<file path="config.mk">
export PLATFORM = sky130hd
export DESIGN_NAME = controlSequencer
export DESIGN_NICKNAME = d
export VERILOG_FILES = /design/src/logic/cpuPkg.sv /design/src/logic/controlSequencer.sv
export SDC_FILE = /design/constraint.sdc
export NUM_CORES = 1
export LEC_CHECK = 0
export BUFFER_PORTS_ARGS = -buffer_cell sky130_fd_sc_hd__buf_2
export CAP_MARGIN = 20
export CORE_MARGIN = 2
export CORE_UTILIZATION = 30
export DETAILED_ROUTE_END_ITERATION = 12
export GPL_ROUTABILITY_DRIVEN = 0
export HOLD_SLACK_MARGIN = 0.06
export PLACE_DENSITY = 0.56
export SLEW_MARGIN = 20
export SYNTH_ARGS = -nofsm -noshare
export SYNTH_HDL_FRONTEND = slang
export SYNTH_SLANG_ARGS = --single-unit
</file>
<file path="constraint.sdc">
create_clock -name Clock -period 2 [get_ports Clock]
set_clock_uncertainty 0.2 [all_clocks]
set_input_delay 0.1 -clock Clock [delete_from_list [all_inputs] [get_ports Clock]]
set_output_delay 0.1 -clock Clock [all_outputs]
set_load 0.01 [all_outputs]
</file>
<file path="src/logic/cpuPkg.sv">
package cpuPkg;

    // Word carried by the bus, the registers and the memory
    typedef logic [31:0] wordT;

    // General register index
    typedef logic [3:0] regIdxT;

    // Instruction field positions
    localparam int OpcodeMsb = 31;
    localparam int OpcodeLsb = 27;
    localparam int RaMsb = 26;
    localparam int RaLsb = 23;
    localparam int RbMsb = 22;
    localparam int RbLsb = 19;
    // Signed constant C sits in the low bits
    localparam int ConstWidth = 19;

    // Supported opcodes, anything else halts
    typedef enum logic [4:0] {
        OpLd   = 5'b00000,
        OpLdi  = 5'b00001,
        OpSt   = 5'b00010,
        OpOut  = 5'b10110,
        OpHalt = 5'b11011
    } opcodeT;

    // Control phases, one per clock
    typedef enum logic [3:0] {
        Idle   = 4'd0,
        T0     = 4'd1,
        T1     = 4'd2,
        T2     = 4'd3,
        T3     = 4'd4,
        T4     = 4'd5,
        T5     = 4'd6,
        T6     = 4'd7,
        T7     = 4'd8,
        Halted = 4'd9
    } phaseT;

    // Unit that drives the shared bus
    typedef enum logic [2:0] {
        BusPc    = 3'd0,
        BusMdr   = 3'd1,
        BusZLow  = 3'd2,
        BusReg   = 3'd3,
        BusConst = 3'd4
    } busSrcT;

endpackage

</file>
<file path="src/logic/controlSequencer.sv">
`timescale 1ns/100ps

module controlSequencer import cpuPkg::*; (
    input  logic   Clock,
    input  logic   rstN,
    input  opcodeT irOpcode,
    output logic   pcOut,
    output logic   incPc,
    output logic   pcEnable,
    output logic   marEnable,
    output logic   read,
    output logic   mdrEnable,
    output logic   irEnable,
    output logic   yEnable,
    output logic   zEnable,
    output logic   ramWriteEnable,
    output logic   outPortEnable,
    output logic   gra,
    output logic   grb,
    output logic   rIn,
    output logic   baOut,
    output logic   halted,
    output busSrcT busSrc
);

    phaseT phase;
    phaseT nextPhase;

    // Phase register
    always_ff @(posedge Clock) begin
        if (!rstN) begin
            phase <= Idle;
        end else begin
            phase <= nextPhase;
        end
    end

    // Step through the phases, short instructions return to T0 early
    always_comb begin
        nextPhase = phase;
        case (phase)
            Idle: nextPhase = T0;
            T0:   nextPhase = T1;
            T1:   nextPhase = T2;
            T2:   nextPhase = T3;
            T3: begin
                // IR is valid from here on
                case (irOpcode)
                    OpLd, OpLdi, OpSt: nextPhase = T4;
                    OpOut:             nextPhase = T0;
                    default:           nextPhase = Halted;
                endcase
            end
            T4:   nextPhase = T5;
            T5:   nextPhase = (irOpcode == OpLdi) ? T0 : T6;
            T6:   nextPhase = T7;
            T7:   nextPhase = T0;
            // Stays here until reset
            Halted: nextPhase = Halted;
            default: nextPhase = Halted;
        endcase
    end

    // Strobe decode, one bus transfer per phase
    always_comb begin
        pcOut          = 1'b0;
        incPc          = 1'b0;
        pcEnable       = 1'b0;
        marEnable      = 1'b0;
        read           = 1'b0;
        mdrEnable      = 1'b0;
        irEnable       = 1'b0;
        yEnable        = 1'b0;
        zEnable        = 1'b0;
        ramWriteEnable = 1'b0;
        outPortEnable  = 1'b0;
        gra            = 1'b0;
        grb            = 1'b0;
        rIn            = 1'b0;
        baOut          = 1'b0;
        busSrc         = BusPc;
        case (phase)
            T0: begin
                // Fetch address out, PC steps to the next word
                pcOut     = 1'b1;
                marEnable = 1'b1;
                incPc     = 1'b1;
                pcEnable  = 1'b1;
                busSrc    = BusPc;
            end
            T1: begin
                read      = 1'b1;
                mdrEnable = 1'b1;
            end
            T2: begin
                irEnable = 1'b1;
                busSrc   = BusMdr;
            end
            T3: begin
                busSrc = BusReg;
                if (irOpcode == OpOut) begin
                    gra           = 1'b1;
                    outPortEnable = 1'b1;
                end else if (irOpcode inside {OpLd, OpLdi, OpSt}) begin
                    // Base register, R0 reads as zero
                    grb     = 1'b1;
                    baOut   = 1'b1;
                    yEnable = 1'b1;
                end
            end
            T4: begin
                // Effective address Y plus C into Z
                busSrc  = BusConst;
                zEnable = 1'b1;
            end
            T5: begin
                busSrc = BusZLow;
                if (irOpcode == OpLdi) begin
                    gra = 1'b1;
                    rIn = 1'b1;
                end else begin
                    marEnable = 1'b1;
                end
            end
            T6: begin
                mdrEnable = 1'b1;
                if (irOpcode == OpSt) begin
                    // Store data from Ra
                    gra    = 1'b1;
                    busSrc = BusReg;
                end else begin
                    read = 1'b1;
                end
            end
            T7: begin
                if (irOpcode == OpSt) begin
                    ramWriteEnable = 1'b1;
                end else begin
                    busSrc = BusMdr;
                    gra    = 1'b1;
                    rIn    = 1'b1;
                end
            end
            default: begin
            end
        endcase
    end

    assign halted = (phase == Halted);

endmodule

</file>
* Word level (Yosys, flattened, before mapping)
Index checks and enable logic that the tools add are counted.
Widths: inputs -> output; s select.
** Word-level totals
- Register bits after elaboration :: 4
- Output and inout bits :: 19
- Word-level logic and storage cells :: 43
** Cells by class
- Equality and inequality tests :: 12
- Mux-type cells :: 24
- Reductions and logical operators :: 6
** Operators by type and width (number)
- $pmux 4 s8 :: 1
- $pmux 3 s6 :: 1
- $eq 4x3->1 const B :: 4
- $mux 1 :: 15
- $eq 4x2->1 const B :: 2
- $eq 4x4->1 const B :: 2
- $pmux 4 s2 :: 1
- $pmux 1 s2 :: 3
- $eq 5x1->1 const B :: 1
- $eq 5x2->1 const B :: 1
- $eq 5x5->1 const B :: 1
- $logic_not 5->1 :: 1
- $eq 4x1->1 const B :: 1
- $logic_not 4->1 :: 1
- $pmux 1 s4 :: 1
- $reduce_or 2->1 :: 2
- $mux 3 :: 1
- $reduce_bool 3->1 :: 1
- $reduce_or 3->1 :: 1
- $mux 2 :: 1

* Depth between registers and ports, before layout
- Depth after elaboration :: 5
- Gate-level depth with buffers :: 5

* Worst setup path before layout
OpenSTA, ideal clock, no wires.
- Path type :: reg2out
- Start point :: register phase[1]
- End point :: output port gra
- Arrival time :: 1384 ps
- Required time :: 1700 ps
- Slack :: 316 ps
- Stages on the path, launching flop included :: 5
- Path buffers :: 0
- Cells stage by stage :: dfxtp_1 > or4b_1 > a21o_2 > o31ai_1 > o21bai_1
** Between the ends
- Cells in the longest elaborated chain, start to end :: 2
** RTL lines
- from (decl) :: RTL line controlSequencer.sv:26 : phaseT phase;
- from (signal assigned) :: RTL line controlSequencer.sv:32 : phase <= Idle;
- from (signal assigned) :: RTL line controlSequencer.sv:34 : phase <= nextPhase;
- $eq 4x4->1 / $eq 4x3->1 (equally long branches) :: RTL line controlSequencer.sv:82 : case (phase)
- $pmux 1 s4 (*) :: RTL line controlSequencer.sv:82
- to (decl) :: RTL line controlSequencer.sv:18 : output logic gra,
Every way passes the cells marked *; elsewhere a longest branch is shown, timed or not.

* Worst setup path in the final report
- Start point :: register phase[2]
- End point :: output port gra
The elaborated chain is that of the path after synthesis.

==> summary.txt <==
Layout
  – Ant diodes: 0
  – Final #Nets: 116
  – Share of cells above drive strength 1: 0.439
  – Fill cells: 166
  – Multi-input gate area: 388 sq um
  – Top reg by flops: phase
  – Largest register FFs: 4
  – Biggest regs: phase: 4 flops
  – Non-Filler Instances: 123
  – Seq. cell area: 87.6 sq um
  – Core Util, Final: 0.472
  – Area Overhead vs Synth: 43.1%
  – Design area: 727 sq um

Pwr
  – Cell leakage power: 0.334 nW
  – Comb pwr share: 0.382
  – Overall Power: 306 uW
  – Sw frac: 0.349
  – Worst vdd ir: 0.000234 V
  – Clk network pwr share: 0.336
  – Cell Pwr Density: 421 nW/um^2
  – Internal power: 199 uW
  – Switching pwr: 107 uW
  – Flop pwr share: 0.282

Place
  – DP Area: 638 sq um
  – Final HPWL DP: 1050 um
  – Pre-CTS WS: 0.233 ns
  – Port-buffer cells: 25
  – Placed cell count: 114

Floorplanning
  – Die Span Y: 45.2 um
  – Die area: 2040 sq um
  – Core Area: 1540 sq um
  – Initial core utilization: 0.330
  – # rows: 14
  – Io pins: 26
  – Die Wd: 45.2 um

Logic synthesis
  – Asr flop ratio synth: 0
  – Area share of the largest cell type after synthesis: 0.158
  – Synth cell types: 30
  – Synthesized flop and latch total: 4
  – Mean post-synth cell area: 6.60 sq um
  – Post-Synthesis Net Count: 84
  – Ys Warns: 0
  – Primary FF master, synth: dfxtp_1
  – Post-Synthesis Cells: 77
  – Synth top area cells: dfxtp_1 (16%), nand2b_1 (6.2%), o21ai_0 (5.9%)
  – Number of synthesized flops with an enable pin: 0
  – Mapped Area: 508 sq um
  – Sequential share of the synthesized area: 0.158
  – Post-synthesis cell type with the largest combined area: dfxtp_1

Route
  – Avg WL per Cell: 11.9 um
  – Routed Antenna Nets: 0
  – WL final: 1460 um
  – First-pass detailed-route iteration total: 4
  – Routed vias/inst: 5.39
  – DRC violations left: 0
  – DR vias: 663
  – Initial DRC Count: 21

Timing
  – Hold Slack: 0.100 ns
  – Max-slew violations: 0
  – Rel. slew slack: 0.779
  – RSZ-0062 raised after global routing: no
  – Period utilization: 0.967
  – Post-route setup TNS: 0 ns
  – Final hold vios: 0
  – Tmin final: 1.93 ns
  – Fmax: 517 MHz
  – Actual slew at the worst max-slew pin: 0.331 ns
  – Final setup vio count: 0
  – Setup ws final: 0.0666 ns

Critical path
  – Worst Setup SP: phase[2]$_SDFF_PN0_
  – Critical-path cell list: or4b_4 > a21o_2 > o31ai_2 > o21bai_1 > buf_2
  – Required @ worst endpoint: 1.70 ns
  – Crit path max-delay cell type: or4b_4
  – Crit path max-delay family: simple AND/OR/NAND/NOR gates
  – CP startpoint kind: flip-flop
  – Critical path depth in cells: 5
  – WS Path Type: reg2out
  – Worst EP arrival: 1.63 ns
  – Crit path buf inv count: 1
  – Setup slack, reg-to-reg: 0.50 ns
  – RR Endpoint: phase[2]$_SDFF_PN0_
  – FF-to-FF path depth: 4
  – Crit path capture type: primary output
  – Slowest Stage Delay on Critical Path: 0.48 ns
  – CP max FO: 6
  – Worst reg2reg startpoint: phase[1]$_SDFF_PN0_

Global route
  – GRT Overall Usage: 0.150
  – Grt ovf: 0
  – Via count of the first global-routing pass: 533
  – First-pass GRT wire length: 2250 um
  – Largest net degree at the start of global routing: 15
  – Initial antenna violation count: 0

Clock network
  – CTS clk-pin slew, worst paths: 0.04 ns
  – CTS sink count: 4
  – CTS H-tree lvls: 1
  – Clk buf depth: 2
  – Insertion delay to the later sink of the worst-skew pair: 0.24 ns
  – CTS buffer count: 3
  – Clock Tree Root: clkbuf_4
  – CTS tree: done

Min path
  – Hold Path Depth: 3
  – Worst hold path class: in2reg
  – Hold Path End: phase[3]$_SDFF_PN0_
  – Hold Path Origin: irOpcode[0]

Flow run
  – MaxCap Viol Count: 0

Run status
  – Run status: complete, no violations
Yosys cell counts (all sizes together), types with 2 or more instances:
cell	count
nand2	8
nor3	4
or4b	2
nor2	9
a31oi	3
a21oi	5
o21ai	6
clkbuf	4
buf	4
dfxtp	4
or3	2
nor2b	3
nand3	5
nand2b	5
cells by family after synthesis:
group / Yosys count / share of synthesized area
buffers and inverters: 9 / 0.0960
AO/OA/AOI/OAI: 21 / 0.261
XOR/XNOR: 1 / 0.0172
flip-flops: 4 / 0.158
AND/OR/NAND/NOR: 42 / 0.468
tightest hold or removal path, cell delays in order:
cell and delay, ns:
buf_2 0.11, o2111ai_1 0.12, o21ai_0 0.17
timing repair:
action / CTS / global route
hold buffers: 2 / 0
setup endpoints to repair: 1 / 1
gates resized for setup: 2 / 4
buffers inserted: 0 / 4
cloned: 0 / 0
hold endpoints to repair: 4 / 0
how the worst max path moves through the flow:
stage | to | slack [ns]
4_1_cts | gra | 0.01
3_5_place_dp | gra | 0.23
2_1_floorplan | gra | 0.32
6_report | gra | 0.07
5_1_grt | gra | 0.006
3_3_place_gp | gra | 0.26
routing by layer:
layer,vias up,track usage,wire length [um]
met3,0,0.0360,88
met2,22,0.240,725
met5,-,0,0
li1,335,-,-
met4,0,0.0529,0
met1,306,0.196,649
final cells by class:
| class | count | area share |
|---|---|---|
| inverters | 1 | 0.00516 |
| repair buffers | 35 | 0.282 |
| flip-flops and latches | 4 | 0.120 |
| multi-input cells | 64 | 0.534 |
| clock buffers | 3 | 0.0310 |
| well taps | 16 | 0.0275 |
layout by cell type (no fill, tap or decap), types with 2 or more instances in the layout:
cell / Yosys / layout
dfxtp_4: 0 / 2
clkbuf_4: 0 / 3
dlygate4sd3_1: 0 / 2
dfxtp_1: 4 / 2
nor3_1: 3 / 3
nand3_1: 5 / 5
buf_2: 0 / 25
o21ai_0: 6 / 6
nor2b_1: 3 / 3
buf_4: 4 / 8
nand2b_1: 5 / 5
a21oi_1: 5 / 5
nand2_1: 8 / 8
a31oi_1: 3 / 3
nor2_1: 8 / 8
power by group through the flow:
stage / clock network (mW) / logic (mW) / registers, mW
final: 0.103 / 0.117 / 0.0863
after CTS: 0.109 / 0.110 / 0.0887
after detailed placement: 0 / 0.107 / 0.0898
after global routing: 0.114 / 0.128 / 0.0868
after floorplan: 0 / 0.0686 / 0.0900
after global placement: 0 / 0.106 / 0.0895
No activity file was read; power rests on OpenSTA's default activity.
