**src/logic/cpuPkg.sv**
```systemverilog
package cpuPkg;

    // Word carried by the bus, the registers and the memory
    typedef logic [31:0] wordT;

    // General register index
    typedef logic [3:0] regIdxT;

    // Instruction field positions
    localparam int OpcodeMsb = 31;
    localparam int OpcodeLsb = 27;
    localparam int RaMsb = 26;
    localparam int RaLsb = 23;
    localparam int RbMsb = 22;
    localparam int RbLsb = 19;
    // Signed constant C sits in the low bits
    localparam int ConstWidth = 19;

    // Supported opcodes, anything else halts
    typedef enum logic [4:0] {
        OpLd   = 5'b00000,
        OpLdi  = 5'b00001,
        OpSt   = 5'b00010,
        OpOut  = 5'b10110,
        OpHalt = 5'b11011
    } opcodeT;

    // Control phases, one per clock
    typedef enum logic [3:0] {
        Idle   = 4'd0,
        T0     = 4'd1,
        T1     = 4'd2,
        T2     = 4'd3,
        T3     = 4'd4,
        T4     = 4'd5,
        T5     = 4'd6,
        T6     = 4'd7,
        T7     = 4'd8,
        Halted = 4'd9
    } phaseT;

    // Unit that drives the shared bus
    typedef enum logic [2:0] {
        BusPc    = 3'd0,
        BusMdr   = 3'd1,
        BusZLow  = 3'd2,
        BusReg   = 3'd3,
        BusConst = 3'd4
    } busSrcT;

endpackage

```
**src/logic/registerFile.sv**
```systemverilog
`timescale 1ns/100ps

module registerFile import cpuPkg::*; (
    input  logic Clock,
    input  logic rstN,
    input  wordT ir,
    input  logic gra,
    input  logic grb,
    input  logic rIn,
    input  logic baOut,
    input  wordT busIn,
    output wordT regOut
);

    wordT   regs [16];
    regIdxT raIdx;
    regIdxT rbIdx;
    regIdxT selIdx;

    // Register fields of IR
    assign raIdx = ir[RaMsb:RaLsb];
    assign rbIdx = ir[RbMsb:RbLsb];

    // Gra wins, Grb picks the base, otherwise R0
    always_comb begin
        if (gra) begin
            selIdx = raIdx;
        end else if (grb) begin
            selIdx = rbIdx;
        end else begin
            selIdx = '0;
        end
    end

    // Write from the bus into the selected register
    always_ff @(posedge Clock) begin
        if (!rstN) begin
            for (int i = 0; i < 16; i++) begin
                regs[i] <= '0;
            end
        end else if (rIn) begin
            regs[selIdx] <= busIn;
        end
    end

    // Base address of R0 is zero
    always_comb begin
        if (baOut && selIdx == '0) begin
            regOut = '0;
        end else begin
            regOut = regs[selIdx];
        end
    end

endmodule

```
**config.mk**
```make
export PLATFORM = sky130hd
export DESIGN_NAME = registerFile
export DESIGN_NICKNAME = d
export VERILOG_FILES = /design/src/logic/cpuPkg.sv /design/src/logic/registerFile.sv
export SDC_FILE = /design/constraint.sdc
export NUM_CORES = 1
export LEC_CHECK = 0
export BUFFER_PORTS_ARGS = -buffer_cell sky130_fd_sc_hd__buf_4
export CORE_ASPECT_RATIO = 0.9
export CORE_MARGIN = 5
export CORE_UTILIZATION = 65
export CTS_BUF_LIST = sky130_fd_sc_hd__clkbuf_16
export DETAILED_ROUTE_END_ITERATION = 8
export PLACE_DENSITY = 0.87
export SLEW_MARGIN = 20
export SYNTH_ARGS = -nofsm -noshare
export SYNTH_HDL_FRONTEND = slang
export SYNTH_SLANG_ARGS = --single-unit
```
**constraint.sdc**
```tcl
create_clock -name Clock -period 8.7 [get_ports Clock]
set_clock_uncertainty 0.15 [all_clocks]
set_input_delay 0.87 -clock Clock [delete_from_list [all_inputs] [get_ports Clock]]
set_output_delay 0.87 -clock Clock [all_outputs]
set_load 0.01 [all_outputs]
```
# [Word level (Yosys, flattened, before mapping)]
# Memories as Yosys holds them, arrays and structs flattened.
# Index checks and enable logic that the tools add are counted.
[totals] register_bits=0 latch_bits=0 ramBits=512 mem_bits_ro=0 inputBits=70 wordCells=14 memories=1
[mem_list] name="regs" depth=16 word_bits=32 rd=1 rd_clocked_by_memory_dff=0 write_ports=16 line_no="registerFile.sv:15" text="wordT regs [16];"
[op_classes] n_addsub=0 mul=0 div_mod_pow=0 n_lt_le_gt_ge=0 n_eq_ne=0 shift=0 muxes=10 bitwise_logic=0 reduce_logical=3
[op_table] cell="32-bit 2-to-1 mux" count=2
[op_table] cell="32-bit OR reduction" count=1
[op_table] cell="4-bit 2-to-1 mux" count=3
[op_table] cell="1-bit 2-to-1 mux" count=5
[op_table] cell="4-bit zero test" count=1
[op_table] cell="1-bit logical AND" count=1

# [Longest topological paths before layout]
# Gate-level depths: netlist of run 1.
[depth] ltp_word=5 mapped_depth=9

# [Least setup slack after synthesis of run 1]
# OpenSTA, ideal clock, no wires.
[synth_timing] path_kind="input port to flip-flop" startpoint="input port gra" endpoint="memory regs[13][0] (netlist bit), enable pin" t_arrival_ns=4.035 required_time_ns=8.084 slack_ns=4.049 stages=5 path_buffers=3 cell_sequence="buf_6 -> o32a_1 -> buf_2 -> buf_2 -> o21ai_0"
[synth_lines] element="from (decl)" line_no="registerFile.sv:7" text="input logic gra,"
[synth_lines] element="to (decl)" line_no="registerFile.sv:15"

# [Worst setup path after layout of run 1]
[layout_timing] startpoint="input port gra" endpoint="output port regOut[10]"
[layout_between] elab_chain_len=4 elab_cells_between_ends=5
[layout_rtl] element="4-bit 2-to-1 mux (*)" line_no="registerFile.sv:26" text="if (gra) begin"
[layout_rtl] element="parallel branches: the longest is 2 deep, another holds memory 16 x 32 bit"
[layout_rtl] element="32-bit 2-to-1 mux (*)" line_no="registerFile.sv:48" text="if (baOut && selIdx == '0) begin"
[layout_rtl] element="to (decl)" line_no="registerFile.sv:12" text="output wordT regOut"
# Every way passes the cells marked *.

==> impl_metrics.tcl, run 1 <==
set metrics [dict create \
    htreeDepth 2 \
    rows 67 \
    fin_area_um2 26600 \
    rsz0062_at_grt "false" \
    cts_made_buffers 50 \
    tns_ns 0 \
    cts_hold_buffers 0 \
    regMostFlops "regs" \
    ctsResizeCount 0 \
    clk_pin_slew_worst_paths_ns 0.06 \
    crit_fanout 130 \
    avgSynthCellArea_um2 12.8 \
    final_common_cell "and2_1" \
    maxSlewHeadroom 0.232 \
    portBuffers 77 \
    hold_path_class "input port to register" \
    synth.top_cell.area_share 0.633 \
    finalPower_mw 5.58 \
    required_ns 7.68 \
    start_util 0.656 \
    max_cap_violations 0 \
    place_hpwl_um 35100 \
    syn-num-nets 1967 \
    cts-root-buf "clkbuf_16" \
    grt_pass1_wl_um 100000 \
    ys_top_cells_by_area "edfxtp_1, and2_1, a211oi_1" \
    dr.first_iter.drc_count 2435 \
    hold_viol 0 \
    ys_warn_count 0 \
    cts.sinks 512 \
    core_um2 37100 \
    drtAntennaViolNets 0 \
    fmax_mhz 182 \
    min_period_ns 5.48 \
    vias_per_cell 6.90 \
    overflow 0 \
    grt_pass1_vias 16700 \
    final_cell_mix "and2_1, edfxtp_1, a211oi_1" \
    via_count 16600 \
    place_congestion 0.835 \
    antenna_found_initial 6 \
    yosys.area.top_type "edfxtp_1" \
    leakage_nw 9.53 \
    synth-seq-area-share 0.633 \
    worstSetupPathType "input port to primary output" \
    die_h_um 193 \
    fin_crit_sh 0.630 \
    cts_tree "built" \
    crit_path_end_kind "primary output" \
    netlist_area_um2 24300 \
    tightest_slew_ns 1.15 \
    grt_max_degree 131 \
    postCtsSetupBuffers 0 \
    syn_to_final_growth_pct 9.57 \
    io_pins 102 \
    nNetsFinal 1949 \
    power.density_nw_per_um2 210 \
    cts_buffer_depth 3 \
    ir_drop_v 0.000168 \
    drive_gt1_frac 0.131 \
    arrival_ns 4.46 \
    startpoint_type "input port" \
    slew_viol_final 0 \
    grt_usage 0.321 \
    ys_types 50 \
    drc_errors 0 \
    reg_top3 "regs (512)" \
    synth-seq-cells 512 \
    largest_reg_flops 512 \
    first_pass_iters 6 \
    syn_inst 1897 \
    routed_wl_um 67900 \
    wire_per_inst_um 28.2 \
    setup_violations 0 \
    die_w_um 214 \
    die-area_um2 41300 \
    placed_cell_area_um2 25000 \
    run_status "finished, final reports clean" \
]
area by class of cell:
| class | count | area [um2] |
|---|---|---|
| multi-input combinational | 1198 | 8150 |
| fill | 2208 | 10400 |
| antenna | 2 | 5.00 |
| sequential | 512 | 15400 |
| clock buffer | 53 | 1330 |
| tap | 483 | 604 |
| clock inverter | 40 | 279 |
| timing repair buffer | 117 | 878 |
per-stage QoR:
stage | std cells | hold WS, ns | util | setup WS [ns]
3_3_place_gp | 2310 | 1.10 | 0.675 | 3.54
6_report | 2405 | 0.537 | 0.718 | 3.22
4_1_cts | 2403 | 0.527 | 0.718 | 3.43
2_1_floorplan | 1897 | 0.918 | - | 4.05
3_5_place_dp | 2310 | 1.10 | 0.675 | 3.45
5_1_grt | 2404 | 0.550 | 0.718 | 3.11
layer usage:
| layer | vias to the layer above | share of wire | track usage |
|---|---|---|---|
| met1 | 7971 | 0.35 | 0.433 |
| li1 | 6966 | - | - |
| met4 | 10 | 0.055 | 0.151 |
| met3 | 298 | 0.14 | 0.0925 |
| met5 | - | 0.0010 | 0 |
| met2 | 1340 | 0.45 | 0.486 |
cells in the mapped netlist, drive strengths merged:
master   number
o41a          1
a21oi         5
a32oi         5
clkbuf      124
nand4b        1
buf          63
nor2b        24
and3b         1
and4b         6
o221ai        5
nor2         21
mux2         11
nor3         12
o32a          2
o32ai         1
o21ai       116
a211oi      160
mux4          7
mux2i        13
nand2b       13
nand3         3
and3        157
nand2        31
and2        515
a2111oi       2
edfxtp      512
a32o          2
o22ai        51
and4         24
a31oi         2
o21a          3
nand3b        4
worst paths after layout:
check,startpoint,end,slack [ns],cells after the start
worst max-delay path,gra,regOut[10],3.22,9
worst min-delay path,busIn[11],regs[10][11],0.54,2
power by group:
group / switching, mW / internal [mW]
clock: 0.904 / 1.21
combinational: 0.381 / 0.188
sequential: 0.0399 / 2.86
worst max-delay path, stage by stage:
cell and delay (ns):
buf_4 0.27, nand3b_4 0.19, buf_4 0.59, nand2_8 0.72
buf_4 0.62, a211oi_1 0.43, o21ai_0 0.19, and4b_1 0.28
buf_4 0.15
cell families after synthesis:
group	after synthesis	synth area share
muxes	31	0.0169
AOI/OAI and AO/OA	355	0.0982
buffers and inverters	187	0.0384
DFF	512	0.633
and+or+nand+nor	812	0.214
(Power assumes the default switching activity.)
==> inputs of run 2 (changes only) <==
--- a/config.mk
+++ b/config.mk
@@ -5,13 +5,14 @@
 export SDC_FILE = /design/constraint.sdc
 export NUM_CORES = 1
 export LEC_CHECK = 0
+export ABC_AREA = 1
 export BUFFER_PORTS_ARGS = -buffer_cell sky130_fd_sc_hd__buf_4
 export CORE_ASPECT_RATIO = 0.9
 export CORE_MARGIN = 5
-export CORE_UTILIZATION = 65
+export CORE_UTILIZATION = 62
 export CTS_BUF_LIST = sky130_fd_sc_hd__clkbuf_16
 export DETAILED_ROUTE_END_ITERATION = 8
-export PLACE_DENSITY = 0.87
+export PLACE_DENSITY = 0.84
 export SLEW_MARGIN = 20
 export SYNTH_ARGS = -nofsm -noshare
 export SYNTH_HDL_FRONTEND = slang
==> constraint.sdc (replaced) <==
create_clock -name Clock -period 5.58 [get_ports Clock]
set_clock_uncertainty 0.15 [all_clocks]
set_input_delay 0.558 -clock Clock [delete_from_list [all_inputs] [get_ports Clock]]
set_output_delay 0.558 -clock Clock [all_outputs]
set_load 0.01 [all_outputs]
==> impl_metrics.tcl, run 2 <==
set metrics [dict create \
    cp_top_family "simple AND/OR/NAND/NOR gates" \
    vias_per_cell 5.74 \
    placed_cell_area_um2 24900 \
    drtAntennaViolNets 0 \
    grt_pass1_vias 18100 \
    ys_types 19 \
    setup_ws_ns 1.39 \
    syn_inst 2707 \
    portBuffers 77 \
    path_cells "buf_4 -> nand2_2 -> nand2_8 -> nand2_2 -> inv_2 -> nand3_1 -> buf_4 -> nand3_1 -> nor2_1 -> buf_4" \
    ys_top_cells_by_area "edfxtp_1, nand2_1, nor2_1" \
    reg_top3 "regs (512)" \
    rsz0062_at_grt "false" \
    tightest_slew_ns 1.16 \
    slew_viol_final 0 \
    dp_slack_ns 1.32 \
    slowest_delay_ns 0.41 \
    clk_pin_slew_worst_paths_ns 0.06 \
    rows 68 \
    place_hpwl_um 35800 \
    ir_drop_v 0.000266 \
    dr.first_iter.drc_count 2965 \
    leakage_nw 11.8 \
    setup_violations 0 \
    cts_tree "built" \
    drc_errors 0 \
    hold_path_class "input port to register" \
    cts_hold_buffers 0 \
    drive_gt1_frac 0.0770 \
    synthFlopType "edfxtp_1" \
    crit_path_end_kind "primary output" \
    via_count 18700 \
    avgSynthCellArea_um2 8.90 \
    cts_buffer_depth 3 \
    nNetsFinal 2756 \
    die_w_um 218 \
    routed_wl_um 66600 \
    syn_to_final_growth_pct 10.2 \
    postCtsSetupBuffers 0 \
    grt_max_degree 156 \
    synth-seq-cells 512 \
    grt_usage 0.308 \
    ys_async_sr_fraction 0 \
    synth.most_common_cell "nand2_1" \
    core_um2 38400 \
    regMostFlops "regs" \
    io_pins 102 \
    netlist_area_um2 24100 \
    syn-num-nets 2777 \
    overflow 0 \
    synth.top_cell.area_share 0.638 \
    place_congestion 0.872 \
    largest_reg_flops 512 \
    run_status "finished, final reports clean" \
    fin_crit_sh 0.751 \
    holdCritStartpoint "busIn[31]" \
    worst-path-buf-inv 4 \
    maxSlewHeadroom 0.222 \
    die-area_um2 42900 \
    crit_start "gra" \
    fin_area_um2 26600 \
    min_period_ns 4.19 \
    fmax_mhz 239 \
    whs_ns 0.394 \
    max_cap_violations 0 \
    grt_pass1_wl_um 101000 \
    startpoint_type "input port" \
    htreeDepth 2 \
    cts_made_buffers 50 \
    cpMaxStageDelayCell "buf_4" \
    synth_common_cells "nand2_1, nor2_1, edfxtp_1" \
    worstSetupPathType "input port to primary output" \
    power.density_nw_per_um2 336 \
    synth_edf_count 512 \
    cts.sinks 512 \
    antenna_found_initial 0 \
    cts-root-buf "clkbuf_16" \
    final_cell_mix "nand2_1, nor2_1, edfxtp_1" \
    wire_per_inst_um 20.5 \
    first_pass_iters 7 \
    die_h_um 197 \
    ctsResizeCount 0 \
    synth-seq-area-share 0.638 \
    final_common_cell "nand2_1" \
    yosys.area.top_type "edfxtp_1" \
    crit_fanout 98 \
    start_util 0.628 \
    ys_warn_count 0 \
    tns_ns 0 \
    required_ns 4.87 \
    arrival_ns 3.48 \
    crit_top_cell "buf_4" \
    hold_viol 0 \
]
==> run 2: cell types whose count changed after synthesis, sizes merged, moves of 24 or more <==
cell / change
clkbuf: -32
nor2b: -24
o22ai: -51
and3: -157
and2: -515
o21ai: +56
nand2: +757
nand3: +71
inv: +307
and4: -24
a211oi: -160
nor2: +644
==> run 2: final timing paths <==
path / to / slack [ns] / cells past startpoint
setup / recovery: regOut[20] / 1.39 / 10
hold / removal: regs[2][31] / 0.39 / 3
==> run 2: cells by family after synthesis <==
kind of cell	count (synthesis)	synth area share
and+or+nand+nor	1536	0.246
AOI/OAI and AO/OA	177	0.0369
DFF	512	0.638
buffers and inverters	482	0.0793
==> run 2: layout make-up <==
type / count / area, um2
clock buffer: 53 / 1330
clock inverter: 40 / 305
tap: 525 / 657
fill: 2715 / 11800
antenna: 1 / 2.50
multi-input combinational: 1713 / 6950
sequential: 512 / 15400
inverter: 307 / 1150
timing repair buffer: 102 / 791
==> run 2: metal layers <==
layer / track usage / part of all wire / up-vias
met4: 0.121 / 0.044 / 0
met1: 0.414 / 0.35 / 8657
met2: 0.503 / 0.47 / 1376
met3: 0.0625 / 0.14 / 218
li1: - / - / 8435
met5: 0 / 0 / -
==> run 2: power breakdown <==
part	switching, mW	total, mW	internal, mW
registers	0.0612	4.53	4.47
logic	0.752	1.03	0.276
clock network	1.44	3.37	1.94
==> run 2: per-stage QoR <==
stage / util / total power, mW / std cells
5_1_grt: 0.692 / 9.20 / 3252
4_1_cts: 0.691 / 8.90 / 3252
2_1_floorplan: - / 5.21 / 2707
3_3_place_gp: 0.649 / 5.56 / 3159
6_report: 0.692 / 8.93 / 3253
3_5_place_dp: 0.649 / 5.60 / 3159
